## src/design/hazard_consts.svh

```systemverilog
// Hazard unit constants
// Register index width and number of controlled pipeline registers

`ifndef HAZARD_CONSTS_SVH
`define HAZARD_CONSTS_SVH

// Register index width, x0..x31
`define HZ_REG_ADDR_W 5

// Pipeline registers under control
// PC, IF/DEC, DEC/EX, EX/MEM, MEM/WB
`define HZ_STAGE_REGS 5

`endif

```

## src/design/hazard_pkg.sv

```systemverilog
// Hazard unit types
// Stage control codes, branch condition, memory control and sync FSM states
`default_nettype none

package hazard_pkg;

	// Control code for one pipeline register
	typedef enum logic [1:0] {
		ENABLE = 2'b00,
		STALL  = 2'b01,
		FLUSH  = 2'b10
	} hazard_ctrl_e;

	// Branch condition from execute
	typedef enum logic [1:0] {
		NO_JUMP   = 2'b00,
		BRANCH_NT = 2'b01,
		JUMP      = 2'b10
	} if_ctrl_e;

	// Access direction of the memory stage
	typedef enum logic {
		READ  = 1'b0,
		WRITE = 1'b1
	} mem_rw_e;

	// Memory control of the instruction in the memory stage
	typedef struct packed {
		logic    mem_en;
		mem_rw_e wr;
	} mem_ctrl_t;

	// Memory sync FSM states
	typedef enum logic [1:0] {
		ISSUE_REQ  = 2'b00,
		INSTR_BUSY = 2'b01,
		DATA_BUSY  = 2'b10,
		IDLE       = 2'b11
	} sync_state_e;

endpackage

`default_nettype wire

```

## src/design/mem_sync_if.sv

```systemverilog
// Memory sync bundle
// Request, freeze and window levels from the sync FSM to the stage merger
`timescale 1ns/10ps
`default_nettype none

interface mem_sync_if;

	// Memory request levels
	logic instr_req;
	logic data_req;
	// Stall every pipeline register
	logic freeze;
	// Which hazard actions the current state allows
	logic jump_window;
	logic load_window;

	// Producer side
	modport fsm (
		output instr_req, data_req, freeze, jump_window, load_window
	);

	// Consumer side, requests leave through the top level instead
	modport merge (
		input freeze, jump_window, load_window
	);

endinterface

`default_nettype wire

```

## src/design/mem_sync_fsm.sv

```systemverilog
// Memory sync FSM
// Follows instruction and data memory busy levels, drives requests and pipeline freeze
`timescale 1ns/10ps
`default_nettype none

module mem_sync_fsm (
	input  logic        CLK,
	input  logic        RSTn,
	input  logic        instr_busy,
	input  logic        data_busy,
	mem_sync_if.fsm     sync
);

	hazard_pkg::sync_state_e state;
	hazard_pkg::sync_state_e state_nxt;

	// Either memory still working
	logic either_busy;
	logic both_busy;

	assign either_busy = instr_busy | data_busy;
	assign both_busy   = instr_busy & data_busy;

	// State register
	always_ff @(posedge CLK) begin
		if (!RSTn) begin
			state <= hazard_pkg::ISSUE_REQ;
		end else begin
			state <= state_nxt;
		end
	end

	// Next state
	always_comb begin
		state_nxt = state;
		case (state)
			hazard_pkg::ISSUE_REQ, hazard_pkg::IDLE: begin
				// Same exits from both states
				if (!either_busy) begin
					state_nxt = hazard_pkg::ISSUE_REQ;
				end else if (both_busy) begin
					state_nxt = hazard_pkg::IDLE;
				end else if (instr_busy) begin
					state_nxt = hazard_pkg::INSTR_BUSY;
				end else begin
					state_nxt = hazard_pkg::DATA_BUSY;
				end
				// IDLE with nothing busy goes back to issuing
			end
			hazard_pkg::INSTR_BUSY: begin
				// Wait for fetch to finish
				if (!instr_busy) begin
					state_nxt = hazard_pkg::ISSUE_REQ;
				end
			end
			hazard_pkg::DATA_BUSY: begin
				// Wait for load/store to finish
				if (!data_busy) begin
					state_nxt = hazard_pkg::ISSUE_REQ;
				end
			end
			default: begin
				state_nxt = hazard_pkg::ISSUE_REQ;
			end
		endcase
	end

	// Mealy outputs
	always_comb begin
		// Defaults: requests out, nothing frozen, no windows
		sync.instr_req   = 1'b1;
		sync.data_req    = 1'b1;
		sync.freeze      = 1'b0;
		sync.jump_window = 1'b0;
		sync.load_window = 1'b0;
		case (state)
			hazard_pkg::ISSUE_REQ: begin
				// Only a busy fetch freezes here
				sync.freeze      = instr_busy;
				sync.jump_window = 1'b1;
				sync.load_window = 1'b1;
			end
			hazard_pkg::INSTR_BUSY: begin
				sync.freeze      = instr_busy;
				sync.instr_req   = ~instr_busy;
				sync.data_req    = ~instr_busy;
				// Jump flush allowed once fetch is back
				sync.jump_window = ~instr_busy;
			end
			hazard_pkg::DATA_BUSY: begin
				// No new fetch until the data access completes
				sync.freeze    = data_busy;
				sync.instr_req = 1'b0;
				sync.data_req  = ~data_busy;
			end
			hazard_pkg::IDLE: begin
				sync.freeze    = either_busy;
				sync.instr_req = ~either_busy;
				sync.data_req  = ~either_busy;
			end
			default: begin
				sync.freeze = 1'b1;
			end
		endcase
	end

endmodule

`default_nettype wire

```

## src/design/hazard_detect.sv

```systemverilog
// Hazard detector
// Finds load-use data hazards and taken jumps in the instruction flow
`timescale 1ns/10ps
`default_nettype none
`include "hazard_consts.svh"

module hazard_detect (
	input  hazard_pkg::mem_ctrl_t          mem_ctrl,
	input  hazard_pkg::if_ctrl_e           branch_cond,
	input  logic [`HZ_REG_ADDR_W-1:0]      ex_mem_rd,
	input  logic [`HZ_REG_ADDR_W-1:0]      dec_ex_rs1,
	input  logic [`HZ_REG_ADDR_W-1:0]      dec_ex_rs2,
	output logic                           load_use,
	output logic                           jump
);

	// Memory stage holds a load
	logic is_load;
	// Load destination hits a source operand
	logic rs1_hit;
	logic rs2_hit;

	assign is_load = mem_ctrl.mem_en && (mem_ctrl.wr == hazard_pkg::READ);

	// Compare against both sources of the instruction in execute
	assign rs1_hit = (ex_mem_rd == dec_ex_rs1);
	assign rs2_hit = (ex_mem_rd == dec_ex_rs2);

	// Dependent instruction must wait one cycle for the load data
	assign load_use = is_load && (rs1_hit || rs2_hit);

	// Taken branch or unconditional jump
	// Not-taken branch needs no action
	assign jump = (branch_cond == hazard_pkg::JUMP);

endmodule

`default_nettype wire

```

## src/design/stage_ctrl_merge.sv

```systemverilog
// Stage control merger
// Fixed priority of freeze, load-use stall and jump flush into five register codes
`timescale 1ns/10ps
`default_nettype none

module stage_ctrl_merge (
	mem_sync_if.merge                 sync,
	input  logic                      load_use,
	input  logic                      jump,
	output hazard_pkg::hazard_ctrl_e  pc_ctrl,
	output hazard_pkg::hazard_ctrl_e  if_dec_ctrl,
	output hazard_pkg::hazard_ctrl_e  dec_ex_ctrl,
	output hazard_pkg::hazard_ctrl_e  ex_mem_ctrl,
	output hazard_pkg::hazard_ctrl_e  mem_wb_ctrl
);

	// Requests that may act in the current state
	logic load_act;
	logic jump_act;

	assign load_act = load_use & sync.load_window;
	assign jump_act = jump & sync.jump_window;

	always_comb begin
		// Normal flow
		pc_ctrl     = hazard_pkg::ENABLE;
		if_dec_ctrl = hazard_pkg::ENABLE;
		dec_ex_ctrl = hazard_pkg::ENABLE;
		ex_mem_ctrl = hazard_pkg::ENABLE;
		mem_wb_ctrl = hazard_pkg::ENABLE;

		if (sync.freeze) begin
			// Memory not ready, hold the whole pipeline
			pc_ctrl     = hazard_pkg::STALL;
			if_dec_ctrl = hazard_pkg::STALL;
			dec_ex_ctrl = hazard_pkg::STALL;
			ex_mem_ctrl = hazard_pkg::STALL;
			mem_wb_ctrl = hazard_pkg::STALL;
		end else if (load_act) begin
			// Hold fetch and decode
			pc_ctrl     = hazard_pkg::STALL;
			if_dec_ctrl = hazard_pkg::STALL;
			// Bubble into execute while the load completes
			dec_ex_ctrl = hazard_pkg::FLUSH;
		end else if (jump_act) begin
			// Drop the instruction fetched after the jump
			if_dec_ctrl = hazard_pkg::FLUSH;
		end
	end

endmodule

`default_nettype wire

```

## src/design/hazard_unit.sv

```systemverilog
// Hazard unit top level
// Memory sync FSM, hazard detector and stage merger wired to plain ports
`timescale 1ns/10ps
`default_nettype none
`include "hazard_consts.svh"

module hazard_unit (
	input  logic                          CLK,
	input  logic                          RSTn,
	// Memory busy levels
	input  logic                          instr_busy,
	input  logic                          data_busy,
	// Instruction flow
	input  hazard_pkg::mem_ctrl_t         mem_ctrl,
	input  hazard_pkg::if_ctrl_e          branch_cond,
	input  logic [`HZ_REG_ADDR_W-1:0]     ex_mem_rd,
	input  logic [`HZ_REG_ADDR_W-1:0]     dec_ex_rs1,
	input  logic [`HZ_REG_ADDR_W-1:0]     dec_ex_rs2,
	// Memory requests
	output logic                          instr_req,
	output logic                          data_req,
	// Pipeline register codes
	output hazard_pkg::hazard_ctrl_e      pc_ctrl,
	output hazard_pkg::hazard_ctrl_e      if_dec_ctrl,
	output hazard_pkg::hazard_ctrl_e      dec_ex_ctrl,
	output hazard_pkg::hazard_ctrl_e      ex_mem_ctrl,
	output hazard_pkg::hazard_ctrl_e      mem_wb_ctrl
);

	// Detector results
	logic load_use;
	logic jump;

	// FSM to merger bundle
	mem_sync_if sync ();

	mem_sync_fsm i_mem_sync_fsm (
		.CLK        (CLK),
		.RSTn       (RSTn),
		.instr_busy (instr_busy),
		.data_busy  (data_busy),
		.sync       (sync.fsm)
	);

	hazard_detect i_hazard_detect (
		.mem_ctrl    (mem_ctrl),
		.branch_cond (branch_cond),
		.ex_mem_rd   (ex_mem_rd),
		.dec_ex_rs1  (dec_ex_rs1),
		.dec_ex_rs2  (dec_ex_rs2),
		.load_use    (load_use),
		.jump        (jump)
	);

	stage_ctrl_merge i_stage_ctrl_merge (
		.sync        (sync.merge),
		.load_use    (load_use),
		.jump        (jump),
		.pc_ctrl     (pc_ctrl),
		.if_dec_ctrl (if_dec_ctrl),
		.dec_ex_ctrl (dec_ex_ctrl),
		.ex_mem_ctrl (ex_mem_ctrl),
		.mem_wb_ctrl (mem_wb_ctrl)
	);

	// Requests go straight out to the fetcher and the LSU
	assign instr_req = sync.instr_req;
	assign data_req  = sync.data_req;

endmodule

`default_nettype wire

```

## config.mk

```make
export PLATFORM = sky130hd
export DESIGN_NAME = hazard_unit
export DESIGN_NICKNAME = d
export VERILOG_FILES = /design/src/design/hazard_pkg.sv /design/src/design/mem_sync_if.sv /design/src/design/mem_sync_fsm.sv /design/src/design/hazard_detect.sv /design/src/design/stage_ctrl_merge.sv /design/src/design/hazard_unit.sv
export VERILOG_INCLUDE_DIRS = /design/src /design/src/design
export SDC_FILE = /design/constraint.sdc
export NUM_CORES = 1
export LEC_CHECK = 0
export ABC_AREA = 1
export BUFFER_PORTS_ARGS = -buffer_cell sky130_fd_sc_hd__buf_4
export CAP_MARGIN = 20
export CORE_MARGIN = 1.5
export CORE_UTILIZATION = 35
export CTS_CLUSTER_DIAMETER = 150
export DETAILED_ROUTE_END_ITERATION = 10
export PLACE_DENSITY = 0.74
export SLEW_MARGIN = 20
export SYNTH_ARGS = -nofsm -noshare
export SYNTH_HDL_FRONTEND = slang
export SYNTH_SLANG_ARGS = --single-unit
```

## constraint.sdc

```tcl
create_clock -name CLK -period 1.37 [get_ports CLK]
set_clock_uncertainty 0.15 [all_clocks]
set_input_delay 0.137 -clock CLK [delete_from_list [all_inputs] [get_ports CLK]]
set_output_delay 0.137 -clock CLK [all_outputs]
set_load 0.01 [all_outputs]
```

---- Yosys cells after proc, flatten, opt, wreduce, memory -nomap -nowiden ----
Index checks and enable logic that the tools add are counted.
word-level totals
  register bits after elaboration ......... 2
  bits of input ports ..................... 23
  output and inout bits ................... 12
operators by class
  equal/unequal tests ..................... 8
  mux-type cells .......................... 19
  bitwise logic cells ..................... 8
  reduce and logical (&&, ||, !) cells .... 7
operator list
  kind                                                                   count
  2-bit two-way mux                                                      11
  5-bit equality test                                                    2
  1-bit case mux with 3 select lines                                     3
  2-bit equality test, second input constant                             3
  2-bit case mux with 3 select lines                                     1
  2-bit != test, second input constant                                   2
  1-bit NOT                                                              4
  2-bit OR reduction                                                     2
  1-bit bitwise AND                                                      3
  1-bit two-way mux                                                      3
  2-bit by 1-bit equality test with 1-bit output, second input constant  1
  1-bit logical AND                                                      2
  2-bit logical NOT                                                      1
  1-bit case mux with 2 select lines                                     1
  2-bit AND reduction                                                    1
  1-bit logical OR                                                       1
  1-bit bitwise OR                                                       1

---- Longest topological paths before layout ----
  depth in word-level cells ............... 6
  gate-level depth with buffers ........... 9
  depth with buffers taken out ............ 9

---- By module ----
A second synthesis with hierarchy kept.
unflattened totals
  cells, all modules ...................... 93
  area, all modules ....................... 488.0 um^2
modules (own cells, without submodules)
  module            instances  cells each  area an instance (um^2)  seq. area each (um^2)
  mem_sync_fsm      1          33          203.9                    40.0
  hazard_detect     1          46          197.7                    0.0
  stage_ctrl_merge  1          14          86.3                     0.0

---- Least setup slack after synthesis ----
No wires, ideal clock.
  kind .................................... reg-to-output
  start ................................... register i_mem_sync_fsm.state[0]
  end ..................................... output pc_ctrl[0]
  data arrival time ....................... 1.154 ns
  slack ................................... -0.071 ns
  cell stages (with the launch flop) ...... 9
  path through ............................ dfxtp_1 inv_1 ha_1 nand2_1 o21ai_1 nand2_1 inv_1 nand2_2 buf_4
between the ends
  elaborated cells between the ends (all ways) .. 10
  classes of those cells .................. eq/ne: 3; mux: 4; bitwise: 1; reduce/logical: 2
RTL lines
  item                                                                                        RTL line                text
  start, declared                                                                             mem_sync_fsm.sv:14      hazard_pkg::sync_state_e state;
  start signal, assigned                                                                      mem_sync_fsm.sv:27      state <= hazard_pkg::ISSUE_REQ;
  start signal, assigned                                                                      mem_sync_fsm.sv:29      state <= state_nxt;
  2-bit by 1-bit equality test with 1-bit output / 2-bit logical NOT (equally long branches)  mem_sync_fsm.sv:76      case (state)
  2-bit OR reduction (no line)                                                                n/a
  1-bit case mux with 3 select lines (*)                                                      mem_sync_fsm.sv:76
  named net i_mem_sync_fsm.sync.freeze                                                        mem_sync_if.sv:19       output instr_req, data_req, freeze, jump_window, load_window
  2-bit two-way mux (*)                                                                       stage_ctrl_merge.sv:32  if (sync.freeze) begin
  end, declared                                                                               hazard_unit.sv:23       output hazard_pkg::hazard_ctrl_e pc_ctrl,
Mark *: on every way through the listed nets, which the timed path passes. The rest lies on a longest branch.

---- Worst setup path after layout ----
  start ................................... register i_mem_sync_fsm.state[1]
  end ..................................... output dec_ex_ctrl[1]
between the ends
  word-level cells in the longest chain between the ends .. 5
  elaborated cells between the ends (all ways) .. 10
  classes of those cells .................. eq/ne: 3; mux: 4; bitwise: 1; reduce/logical: 2
RTL lines
  item                   RTL line                text
  2-bit logical NOT      mem_sync_fsm.sv:76
  1-bit two-way mux      mem_sync_fsm.sv:76
  1-bit bitwise AND      stage_ctrl_merge.sv:21  assign load_act = load_use & sync.load_window;
  2-bit two-way mux      stage_ctrl_merge.sv:39  end else if (load_act) begin
  2-bit two-way mux (*)  stage_ctrl_merge.sv:32
  end, declared          hazard_unit.sv:25       output hazard_pkg::hazard_ctrl_e dec_ex_ctrl,
Every way passes the cells marked *; elsewhere a longest branch is shown, timed or not.

==> flow_metrics.py <==
metrics = {
    "timing": {
        "timing.hold.ws_ns": 0.0626,
        "finalCritPeriodShare": 1.16,
        "finalCriticalPeriod_ns": 1.59,
        "postLayoutSetupSlackWorst_ns": -0.221,
        "slew_violations": 0,
        "max_freq_ghz": 0.629,
        "finalSetupViolCount": 9,
        "tns_ns": -1.59,
        "hold_viol_final": 0,
        "rsz0062_at_grt": "true",
    },
    "layout": {
        "multiInputGateArea_um2": 395,
        "drive_gt1_frac": 0.492,
        "antenna_cells": 0,
        "reg_top3": "i_mem_sync_fsm.state: 2 flops",
        "fillers": 98,
        "final-seq-area_um2": 47.5,
        "nNetsFinal": 153,
        "layout-area-overhead-vs-synth_pct": 81.0,
        "largest_register_ffs": 2,
        "top_register": "i_mem_sync_fsm.state",
        "fin_cells": 138,
        "post-route-util": 0.723,
    },
    "drt": {
        "wire_per_inst_um": 9.57,
        "firstDrtPassIters": 2,
        "vias_per_cell": 4.38,
        "num_vias": 605,
        "drc": 0,
        "drtAntennaViolNets": 0,
        "drt_iter0_markers": 10,
        "routed_wl_um": 1320,
    },
    "global_route": {
        "antenna_found_initial": 0,
        "grt_usage": 0.157,
        "first_global_vias": 467,
        "grt_overflow": 0,
        "grt_pass1_wl_um": 1650,
        "grt_max_degree": 6,
    },
    "placed_design": {
        "placed_cells": 132,
        "globalplace.congestion": 0.657,
        "portBuffers": 31,
        "hpwl_um": 875,
    },
    "worst_setup_path": {
        "crit_required_ns": 1.08,
        "crit_type": "reg -> out",
        "cp-start-kind": "flip-flop",
        "worstPathMaxFanout": 3,
        "critPathCaptureType": "output pin",
        "critPathArrivalTime_ns": 1.30,
    },
    "clocking": {
        "clk_pin_slew_ns": 0.03,
        "numClockSinks": 2,
        "cts_buffer_depth": 2,
        "clockRootBuffer": "clkbuf_4",
        "cts_tree": "built",
        "numCtsBuffers": 3,
        "cts_htree_levels": 1,
        "cts_hold_buf": 0,
        "clkLatencyLatePin_ns": 0.22,
    },
    "power_and_ir_drop": {
        "internal_power_uw": 482,
        "p_clk_frac": 0.154,
        "combPwrFrac": 0.716,
        "switching_share": 0.407,
        "p_total_uw": 813,
        "powerDensity_mw_per_mm2": 960,
        "p_switching_uw": 331,
        "leakage_uw": 0.000487,
        "pwr-share-seq": 0.130,
        "ir_drop_uv": 735,
    },
    "synthesis": {
        "avgSynthCellArea_um2": 5.32,
        "synthCells": 88,
        "yosysWarnings": 0,
        "synth-seq-cells": 2,
        "synthDistinctLibCells": 17,
        "synth-seq-area-share": 0.0856,
        "netlist_area_um2": 468,
    },
    "floorplanning": {
        "dieArea_mm2": 0.00157,
        "num_rows": 12,
        "die_h_um": 39.6,
        "num_io_pins": 35,
        "start_util": 0.400,
        "placeableCoreArea_mm2": 0.00117,
        "die_x_um": 39.6,
    },
    "outcome": {
        "violations": "setup timing",
        "outcome": "complete, but fails checks",
    },
    "hold_path": {
        "hold_path.class": "in -> reg",
    },
    "job": {
        "cap_viol_max_count": 0,
    },
}
synthesized netlist by cell type:
| library cell | number | area [um2] |
|---|---|---|
| dfxtp_1 | 2 | 40.0 |
| xnor2_1 | 2 | 17.5 |
| a21oi_1 | 3 | 15.0 |
| inv_2 | 1 | 3.75 |
| nor2_2 | 1 | 6.26 |
| ha_1 | 4 | 50.1 |
| nand2_1 | 29 | 109 |
| nor2_4 | 1 | 11.3 |
| o21ai_1 | 1 | 5.00 |
| a211oi_1 | 2 | 15.0 |
| nand2_2 | 2 | 12.5 |
| conb_1 | 1 | 3.75 |
| o21ai_0 | 1 | 5.00 |
| inv_1 | 17 | 63.8 |
| nand3_1 | 4 | 20.0 |
| buf_4 | 7 | 52.6 |
| nor2_1 | 10 | 37.5 |
power groups by stage:
| stage | clock [uW] | combinational, uW | sequential (uW) |
|---|---|---|---|
| floorplan | 0 | 264 | 85.9 |
| finish | 125 | 582 | 106 |
| CTS | 134 | 446 | 96.1 |
| global placement | 0 | 421 | 87.8 |
| global route | 135 | 638 | 109 |
| detailed placement | 0 | 426 | 88.6 |
through the flow:
step           area, um2  setup WS (ns)
2_1_floorplan        483         0.0144
3_3_place_gp         707        -0.0350
3_5_place_dp         707        -0.0526
4_1_cts              752         -0.236
5_1_grt              847         -0.284
6_report             847         -0.221
per-layer routing:
metal  global-route usage  share of wire  vias up
li1                     -              -      326
met2                0.295           0.58       21
met4               0.0776          0.018        0
met1                0.158           0.35      256
met5                    0              0        -
met3               0.0341          0.051        2
timing repair:
| action | in CTS | in global routing |
|---|---|---|
| endpoints found under the setup margin | 9 | 10 |
| pin swaps | 2 | 3 |
| endpoints found under the hold margin | 0 | 0 |
| setup buffers | 0 | 3 |
| gates resized for setup | 7 | 18 |
critical path, stage by stage (launching register included):
cell	delay [ns]
dfxtp_4	0.35
inv_4	0.09
ha_4	0.17
nand2_4	0.05
nor2_4	0.07
nand2_2	0.08
nor2_1	0.13
buf_4	0.14
path summary, 6_finish.rpt:
kind,from,end,slack [ns],cells past startpoint
setup / recovery,i_mem_sync_fsm.state[1],dec_ex_ctrl[1],-0.22,7
hold / removal,RSTn,i_mem_sync_fsm.state[0],0.06,3
setup reg to reg,i_mem_sync_fsm.state[0],i_mem_sync_fsm.state[0],0.02,6
hold reg to reg,i_mem_sync_fsm.state[1],i_mem_sync_fsm.state[1],0.50,3
cell families after synthesis:
| kind of cell | share of synthesized area |
|---|---|
| compound gates | 0.0855 |
| simple gates | 0.420 |
| other cells | 0.00801 |
| buf+inv | 0.257 |
| fa+ha+maj | 0.107 |
| flops | 0.0856 |
| xor+xnor | 0.0374 |
layout make-up:
type / count / area share
clock buffer: 3 / 0.0266
inverter: 18 / 0.0886
multi-input combinational: 63 / 0.467
sequential: 2 / 0.0561
tap: 14 / 0.0207
timing repair buffer: 38 / 0.341
cells in the final DEF (no fill, tap or decap), types with 2 or more instances in the layout:
cell type,n
buf_4,37
nand2_1,26
inv_1,14
nor2_1,10
nand3_1,4
nand2_2,3
ha_4,3
conb_1,3
clkbuf_4,3
inv_2,2
xnor2_1,2
nand2_4,2
a21oi_1,2
a211oi_2,2
dfxtp_4,2
No activity file was read; power rests on OpenSTA's default activity.
